`config.mk`:
```
export PLATFORM = sky130hd
export DESIGN_NAME = fb_clear_flat
export DESIGN_NICKNAME = d
export VERILOG_FILES = /design/src/design/scope_pkg.sv /design/src/design/pix_wr_if.sv /design/src/design/fb_clear.sv /design/src/flat_wrapper.sv
export SDC_FILE = /design/constraint.sdc
export NUM_CORES = 1
export LEC_CHECK = 0
export BUFFER_PORTS_ARGS = -buffer_cell sky130_fd_sc_hd__buf_2
export CAP_MARGIN = 20
export CORE_MARGIN = 10
export CORE_UTILIZATION = 44
export DETAILED_ROUTE_END_ITERATION = 7
export PLACE_DENSITY = 0.79
export SLEW_MARGIN = 20
export SYNTH_ARGS = -nofsm -noshare
export SYNTH_HDL_FRONTEND = slang
export SYNTH_SLANG_ARGS = --single-unit
```
`constraint.sdc`:
```
create_clock -name clk -period 2.82 [get_ports clk]
set_clock_uncertainty 0.05 [all_clocks]
set_input_delay 0.564 -clock clk [delete_from_list [all_inputs] [get_ports clk]]
set_output_delay 0.564 -clock clk [all_outputs]
set_load 0.005 [all_outputs]
```
`src/design/scope_pkg.sv`:
```
`default_nettype none

package scope_pkg;

  // adc sample width
  localparam int adc_bits = 10;

  // visible framebuffer and full raster geometry
  localparam int fb_width  = 32;
  localparam int fb_height = 24;
  localparam int h_total   = 40;
  localparam int v_total   = 28;

  // sync pulse placement, both active low
  localparam int hsync_start = 33;
  localparam int hsync_len   = 4;
  localparam int vsync_start = 25;
  localparam int vsync_len   = 2;

  // raster counter widths
  localparam int h_cnt_bits = 6;
  localparam int v_cnt_bits = 5;

  // framebuffer addressing, addr = y * 32 + x
  localparam int fb_x_bits    = 5;
  localparam int fb_y_bits    = 5;
  localparam int fb_addr_bits = 10;
  localparam int fb_pixels    = fb_width * fb_height;

  // sample to pixel scaling
  localparam int adc_shift = adc_bits - fb_x_bits;

  // 4 bits each of red, green, blue
  localparam int pixel_bits   = 12;
  localparam int color_bits   = 4;
  localparam int persist_bits = 3;

  typedef logic [pixel_bits-1:0] pixel_t;
  typedef logic [fb_addr_bits-1:0] fb_addr_t;

  // apb register map
  localparam int apb_addr_bits = 4;
  localparam int apb_data_bits = 32;
  localparam logic [apb_addr_bits-1:0] reg_plot_color = 4'h0;
  localparam logic [apb_addr_bits-1:0] reg_bg_color   = 4'h4;
  localparam logic [apb_addr_bits-1:0] reg_persist    = 4'h8;

  // register reset values
  localparam pixel_t plot_color_init = 12'hfff;
  localparam pixel_t bg_color_init   = 12'h000;
  localparam logic [persist_bits-1:0] persist_init = 3'd1;

endpackage

`default_nettype wire
```
`src/design/pix_wr_if.sv`:
```
`timescale 1ns/1ps
`default_nettype none

// one pixel write request, valid/ready handshake
interface pix_wr_if (
  input logic clk
);
  import scope_pkg::*;

  fb_addr_t addr;
  pixel_t   color;
  logic     valid;
  logic     ready;

  // addr and color hold while valid waits for ready
  modport writer (
    output addr,
    output color,
    output valid,
    input  ready
  );

  modport arbiter (
    input  clk,
    input  addr,
    input  color,
    input  valid,
    output ready
  );

endinterface

`default_nettype wire

```
`src/design/fb_clear.sv`:
```
`timescale 1ns/1ps
`default_nettype none

module fb_clear (
  input  logic              clk,
  input  logic              reset,
  input  logic              start,
  input  scope_pkg::pixel_t bg_color,
  output logic              busy,
  output logic              display_en,
  pix_wr_if.writer          wr
);
  import scope_pkg::*;

  fb_addr_t addr;
  logic     fire;
  logic     done;

  assign fire = wr.valid && wr.ready;
  assign done = fire && (addr == fb_addr_t'(fb_pixels - 1));

  assign wr.valid = busy;
  assign wr.addr  = addr;
  assign wr.color = bg_color;

  // sweep runs from reset and again from every swap
  always_ff @(posedge clk) begin
    if (reset || start) begin
      busy <= 1'b1;
      addr <= '0;
    end else if (fire) begin
      if (done) begin
        busy <= 1'b0;
      end else begin
        addr <= addr + 1'b1;
      end
    end
  end

  // first finished sweep unblanks the display
  always_ff @(posedge clk) begin
    if (reset) begin
      display_en <= 1'b0;
    end else if (done) begin
      display_en <= 1'b1;
    end
  end

endmodule

`default_nettype wire

```
`src/flat_wrapper.sv`:
```
// flat-port wrapper written by rule: the top's interface ports become plain ports
module fb_clear_flat import scope_pkg::*;
  (clk, reset, start, bg_color, busy, display_en, wr_addr, wr_color, wr_valid, wr_ready);
  pix_wr_if wr_i (.clk(clk));
  input  logic clk;
  input  logic reset;
  input  logic start;
  input  scope_pkg::pixel_t bg_color;
  output logic busy;
  output logic display_en;
  output wire logic [$bits(wr_i.addr)-1:0] wr_addr;
  output wire logic [$bits(wr_i.color)-1:0] wr_color;
  output wire logic [$bits(wr_i.valid)-1:0] wr_valid;
  input wire logic [$bits(wr_i.ready)-1:0] wr_ready;
  assign wr_addr = wr_i.addr;
  assign wr_color = wr_i.color;
  assign wr_valid = wr_i.valid;
  assign wr_i.ready = wr_ready;
  fb_clear u_core (.clk(clk), .reset(reset), .start(start), .bg_color(bg_color), .busy(busy), .display_en(display_en), .wr(wr_i));
endmodule
```
==> results of run 1 <==
metal layers:
layer | wire (µm) | global-route usage [%] | vias up
met4 | 27 | 4.26 | 0
li1 | - | - | 286
met1 | 700 | 10.7 | 280
met2 | 688 | 12.9 | 25
met5 | 0 | 0 | -
met3 | 120 | 4.72 | 6
final cells by class:
type,instances,share of cell area (%)
well taps,16,2.89
clock buffers,3,3.25
flip-flops and latches,12,34.7
multi-input cells,50,45.9
inverters,3,1.63
repair buffers,16,11.6
synth_stat cells (2+ instances only):
cell type | instances | area [µm²]
o21ai_0 | 5 | 25.0
inv_1 | 3 | 11.3
a31oi_1 | 2 | 12.5
or4_1 | 2 | 15.0
nand4_1 | 2 | 12.5
nand3_1 | 4 | 20.0
nand2_1 | 5 | 18.8
buf_4 | 13 | 97.6
dfxtp_1 | 12 | 240
a21oi_1 | 3 | 15.0
nor2_1 | 6 | 22.5
o31ai_1 | 2 | 15.0
layout by cell type (no fill, tap or decap), drive strengths merged, types with 2 or more instances in the layout:
master,n
dfxtp,12
nand2,5
inv,3
nand3,5
nor2,6
or2,3
a31oi,2
buf,16
a21oi,3
clkbuf,3
nand4,2
or4,2
o31ai,2
o311ai,2
o21ai,5
per-stage QoR:
| stage | power, mW | instances | area (µm²) | setup WS, ns |
|---|---|---|---|---|
| after floorplan | 0.196 | 79 | 671 | 1.29 |
| after global placement | 0.187 | 97 | 669 | 1.11 |
| after detailed placement | 0.188 | 97 | 669 | 1.06 |
| after CTS | 0.294 | 100 | 692 | 1.15 |
| after global routing | 0.302 | 100 | 692 | 0.997 |
| final | 0.289 | 100 | 692 | 1.14 |
worst min path at each step:
stage / from / to / slack (ns) / depth (start not counted)
floorplan: u_core.display_en / u_core.display_en / 0.41 / 2
global placement: u_core.display_en / u_core.display_en / 0.40 / 2
detailed placement: u_core.display_en / u_core.display_en / 0.40 / 2
CTS: reset / u_core.display_en / 0.41 / 2
global route: reset / u_core.display_en / 0.42 / 2
finish: reset / u_core.display_en / 0.41 / 2
power groups by stage:
stage                     Combinational, mW  Sequential, mW  Clock [mW]
after global placement               0.0119           0.176           0
final                                0.0123           0.172       0.105
after detailed placement             0.0124           0.176           0
after floorplan                      0.0200           0.176           0
after CTS                            0.0124           0.172       0.110
after global routing                 0.0138           0.172       0.116
critical path, stage by stage, from the launching register on:
cell     delay (ns)
dfxtp_1        0.42
ha_1           0.21
and3_1         0.23
nand3_1        0.13
or4_1          0.42
a21oi_1        0.16
sequential cells by signal, indices dropped and copies added, names as in the netlist:
| name | cells |
|---|---|
| u_core.wr.addr | 10 |
| u_core.busy | 1 |
| u_core.display_en | 1 |
cells by family (layout without fill, tap and decap cells):
logic type,count (synthesis),count (layout),synth area share (%)
simple gates,29,29,24.1
mux,1,1,1.49
xor+xnor,2,2,2.61
compound gates,17,17,17.4
flops,12,12,35.8
buf+inv,17,22,16.8
fa+ha+maj,1,1,1.87
==> impl_results.md, run 1 <==
- Maxcap violations: 0
- Post-DP HPWL: 1.14 mm
- Critical path capture point type: flip-flop
- CP required: a little under 3 ns
- Worst flop-to-flop path startpoint: u_core.wr.addr[0]
- Min Hold Slack: about 0.41 ns
- Avg Inst Size Synth: about 8.5 µm²
- Total CTS buffers: 3
- Maximum vdd ir drop: ~0.00029 V
- Logic pwr share: 4.3%
- Post-CTS sizing: 0
- Area added between synthesis and finish: 3.17%
- GRT Total Usage: 8.98%
- Multi-input gate area: roughly 320 µm²
- Max Slew Vio Count: 0
- Post-synth cell types: 32
- Clk network pwr share: between 30 and 40%
- Rows: 14
- Final cycle utilization of the critical path: about 60%
- Fin. Hold Viols: 0
- Initial Util: a little under half
- Worst reg2reg setup slack: ~1.1 ns
- Wire per inst: roughly 15 µm
- Final Critical Period: roughly 1.7 ns
- Worst setup path startpoint: u_core.wr.addr[0]
- Post-synth EDFFs: 0
- Die Width: 59.0 µm
- Drt via density: between 5 and 6
- FF-to-FF End: u_core.wr.addr[8]
- Mapped Nets: 96
- Total grt overflow: 0
- Worst setup path end: u_core.wr.addr[8]
- Startpoint Class: flip-flop
- FFs w/ async S/R, synth: 0%
- Leak: roughly 0.26 nW
- Vias in the first global route: 533
- Pre-antenna DRT Iters: 4
- Net count reported at finish: roughly 100
- Worst-Skew Late Latency: about 0.27 ns
- Total negative slack: 0 ns
- Hold Crit Class: in -> reg
- Switch share: approximately 22%
- IO buf count: 16
- I/O pin cnt: around 40
- Worst Path Arrival: 1.83 ns
- Total number of vias: roughly 600
- Mapped Area: roughly 670 µm²
- Fillers: approximately 160
- Status: finished, final reports clean
- DRT Wirelength: 1.54 mm
- Seq pwr share: 59.4%
- # Post-CTS Setup Buffers: 0
- Slew @ Worst Pin: just over 0.4 ns
- Number of setup violations in the final report: 0
- Final RePlAce weighted congestion: around 0.8
- Hold-fix buffers, CTS: 0
- Internal: ~220 µW
- Ant. Diodes: 0
- Critical Path Fanout Max: 5
- Mapped Cells: slightly below 80
- Post-DRT Antenna Nets: 0
- Clock Tree Root: clkbuf_4
- Clk buf depth: 2
- Largest net degree at the start of global routing: 10
- Final Util: roughly 47%
- Initial drt markers: 27
- Sequential element share of the synthesized area: roughly 36%
- # clock sinks: 12
- Synth Flop Type: dfxtp_1
- H-tree level count: 1
- Type of the worst setup path: reg -> reg
- Rel. slew slack: approximately 73%
- Clock Pin Slew Worst Setup and Hold Paths: ~0.07 ns
- Fmax: 595 MHz
- Core Box Area: 1470 µm²
- Synth warn: 0
- Seq. cell area: roughly 240 µm²
- # DRC: 0
- Number of cells on the worst reg-to-reg path: 5
- Pwr/cell area: 418 nW/µm²
- Layout cell share with drive strength beyond 1: 28.6%
- Initial antenna violation count: 0
- Yosys reg bits: 12
- Die height: around 60 µm
- CTS tree: yes
- Die area: ~3500 µm²
- RSZ-0062 raised after global routing: no
- Global-route wire length before repair: around 2.5 mm
- Psw: 64.3 µW
Power figures use the tool's default switching activity.
==> run 2, diff against run 1 <==
Settings changed: CORE_UTILIZATION 44 to 37, PLACE_DENSITY 0.79 to 0.7.
Clock period 2.82 ns to 1.45 ns, I/O delays scaled along.
==> run 2 against run 1 <==
Effect of this change: the run now ends with negative setup slack left; combinational power grew to 2.9 times the previous value; worst hold slack worse by 0.27 ns; fmax is 14% higher; critical path depth is 1 lower; critical endpoint is now u_core.wr.addr[5]; sequential power is 93% higher; highest routed layer unchanged.
==> impl_results.md, run 2 (synthesis gave the netlist of run 1 again) <==
- RSZ-0062 raised after global routing: yes (was no)
- Max Slew Vio Count: 0 (unchanged)
- Startpoint Class: flip-flop (unchanged)
- Initial Util: 38.8% (was 45.6%)
- Ant. Diodes: 0 (unchanged)
- Clock Tree Root: clkbuf_4 (unchanged)
- Total CTS buffers: 3 (unchanged)
- Vias in the first global route: 607 (was 533)
- Total number of vias: 655 (was 597)
- Die area: 3920 µm² (was 3490 µm²)
- Critical Path Fanout Max: 3 (was 5)
- Total grt overflow: 0 (unchanged)
- Hold-fix buffers, CTS: 0 (unchanged)
- Area added between synthesis and finish: 41.0% (was 3.17%)
- Worst Slack Setup Final: -0.0220 ns (was 1.14 ns)
- I/O pin cnt: 41 (unchanged)
- Clock Pin Slew Worst Setup and Hold Paths: 0.07 ns (about the same)
- Slew @ Worst Pin: 0.438 ns (was 0.407 ns)
- Pwr/cell area: 604 nW/µm² (was 418 nW/µm²)
- Core Box Area: 1730 µm² (was 1470 µm²)
- Total Power: 571 µW (was 289 µW)
- Layout cell share with drive strength beyond 1: 55.9% (was 28.6%)
- Post-DP HPWL: 1.31 mm (was 1.14 mm)
- Net count reported at finish: 121 (was 103)
- Number of setup violations in the final report: 3 (was 0)
- Fmax: 679 MHz (was 595 MHz)
- Drt via density: 5.16 (was 5.97)
- Pre-antenna DRT Iters: 4 (unchanged)
- Fin. Hold Viols: 0 (unchanged)
- IO buf count: 16 (unchanged)
- Critical path capture point type: flip-flop (unchanged)
- Most flops, register: u_core.wr.addr (unchanged)
- Wire per inst: 15.1 µm (was 15.4 µm)
- Failing checks: negative setup slack
- # DRC: 0 (unchanged)
- Leak: 0.390 nW (was 0.260 nW)
- GRT Total Usage: 8.95% (was 8.98%)
- Rows: 15 (was 14)
- Clk buf depth: 2 (unchanged)
- Global-route wire length before repair: 2.81 mm (was 2.46 mm)
- CTS tree: yes (unchanged)
- Pre-CTS WS: -0.0397 ns (was 1.06 ns)
- Worst reg2reg setup slack: -0.02 ns (was 1.14 ns)
- DRT Wirelength: 1.92 mm (was 1.54 mm)
- Largest net degree at the start of global routing: 10 (unchanged)
- Rel. slew slack: 70.7% (was 72.7%)
- H-tree level count: 1 (unchanged)
- Initial drt markers: 5 (was 27)
- Commonest non-fill, non-tap cell in the layout: buf_4 (was buf_2)
- Die height: 62.6 µm (was 59.0 µm)
- Maximum vdd ir drop: 0.000306 V (was 0.000287 V)
- CP required: 1.61 ns (was 2.97 ns)
- Maxcap violations: 0 (unchanged)
- Post-DRT Antenna Nets: 0 (unchanged)
- Final Critical Period: 1.47 ns (was 1.68 ns)
- Max reg flops: 10 (unchanged)
- Final cycle utilization of the critical path: 102% (was 59.6%)
- Status: finished, violations left (was finished, final reports clean)
- Die Width: 62.6 µm (was 59.0 µm)
- Highest-count cells in the layout ignoring fill and taps: 17 x buf_4, 16 x buf_2, 9 x dfxtp_1, 6 x nor2_1 (was 16 x buf_2, 12 x dfxtp_1, 6 x nor2_1, 5 x nand2_1, 5 x o21ai_0)
- Worst-Skew Late Latency: 0.27 ns (about the same)
- Largest registers: u_core.wr.addr: 10 flops, u_core.busy: 1 flops, u_core.display_en: 1 flops (unchanged)
- Worst Path Arrival: 1.63 ns (was 1.83 ns)
- # clock sinks: 12 (unchanged)
- Type of the worst setup path: reg -> reg (unchanged)
- Initial antenna violation count: 0 (unchanged)
- Hold Crit Class: in -> reg (unchanged)
- Final RePlAce weighted congestion: 0.849 (was 0.797)
-- run 2: cell count changes in the layout (fill, tap and decap cells not counted), moves of 2 or more --
cell / previous run / this run
nand3_1: 4 / 1
nand3_4: 0 / 2
or4_1: 2 / 0
or4_4: 0 / 2
dfxtp_4: 0 / 2
buf_4: 0 / 17
dfxtp_1: 12 / 9
a21oi_1: 3 / 1
a21oi_2: 0 / 2
-- run 2: layout make-up --
type	count	area, µm²
inverter	3	11.3
timing repair buffer	34	219
tap	25	31.3
sequential	12	249
multi-input combinational	50	413
clock buffer	3	22.5
fill	171	781
-- run 2: worst max-delay path, stage by stage, from the launching register on --
cell and delay (ns):
dfxtp_1 0.43, nand3_2 0.12, or2_4 0.26, or4_4 0.42, a21oi_2 0.13
-- run 2: final timing paths --
| path | endpoint | cells after the start | startpoint |
|---|---|---|---|
| min | u_core.display_en | 2 | reset |
| max reg2reg | u_core.wr.addr[5] | 4 | u_core.wr.addr[3] |
| min reg2reg | u_core.display_en | 2 | u_core.display_en |
| max | u_core.wr.addr[5] | 4 | u_core.wr.addr[3] |
-- run 2: repair_timing --
action | CTS | global route
setup endpoints to repair | 4 | 4
pin swaps | 3 | 5
gates resized for setup | 7 | 13
setup buffers | 3 | 2
-- run 2: per-layer routing --
metal	global-route usage (%)	routed length [µm]
met1	9.08	775
met2	14.6	979
met3	4.48	127
met4	5.03	39
met5	0	0
-- run 2: per-stage QoR --
| stage | util [%] | hold WS (ns) | instances | cell area, µm² | TNS [ns] |
|---|---|---|---|---|---|
| after floorplan | - | 0.312 | 79 | 678 | 0 |
| final | 54.8 | 0.146 | 127 | 946 | -0.0445 |
| after global placement | 45.5 | 0.409 | 119 | 786 | 0 |
| after detailed placement | 45.5 | 0.412 | 119 | 786 | -0.144 |
| after CTS | 50.5 | 0.150 | 125 | 872 | 0 |
| after global routing | 54.8 | 0.138 | 127 | 946 | -0.252 |
-- run 2: power by group --
| part | internal [mW] | switching, mW | leakage, nW |
|---|---|---|---|
| Sequential | 0.329 | 0.00269 | 0.0988 |
| Clock | 0.0962 | 0.108 | 0.0138 |
| Combinational | 0.0161 | 0.0191 | 0.277 |
| Total | 0.441 | 0.130 | 0.390 |
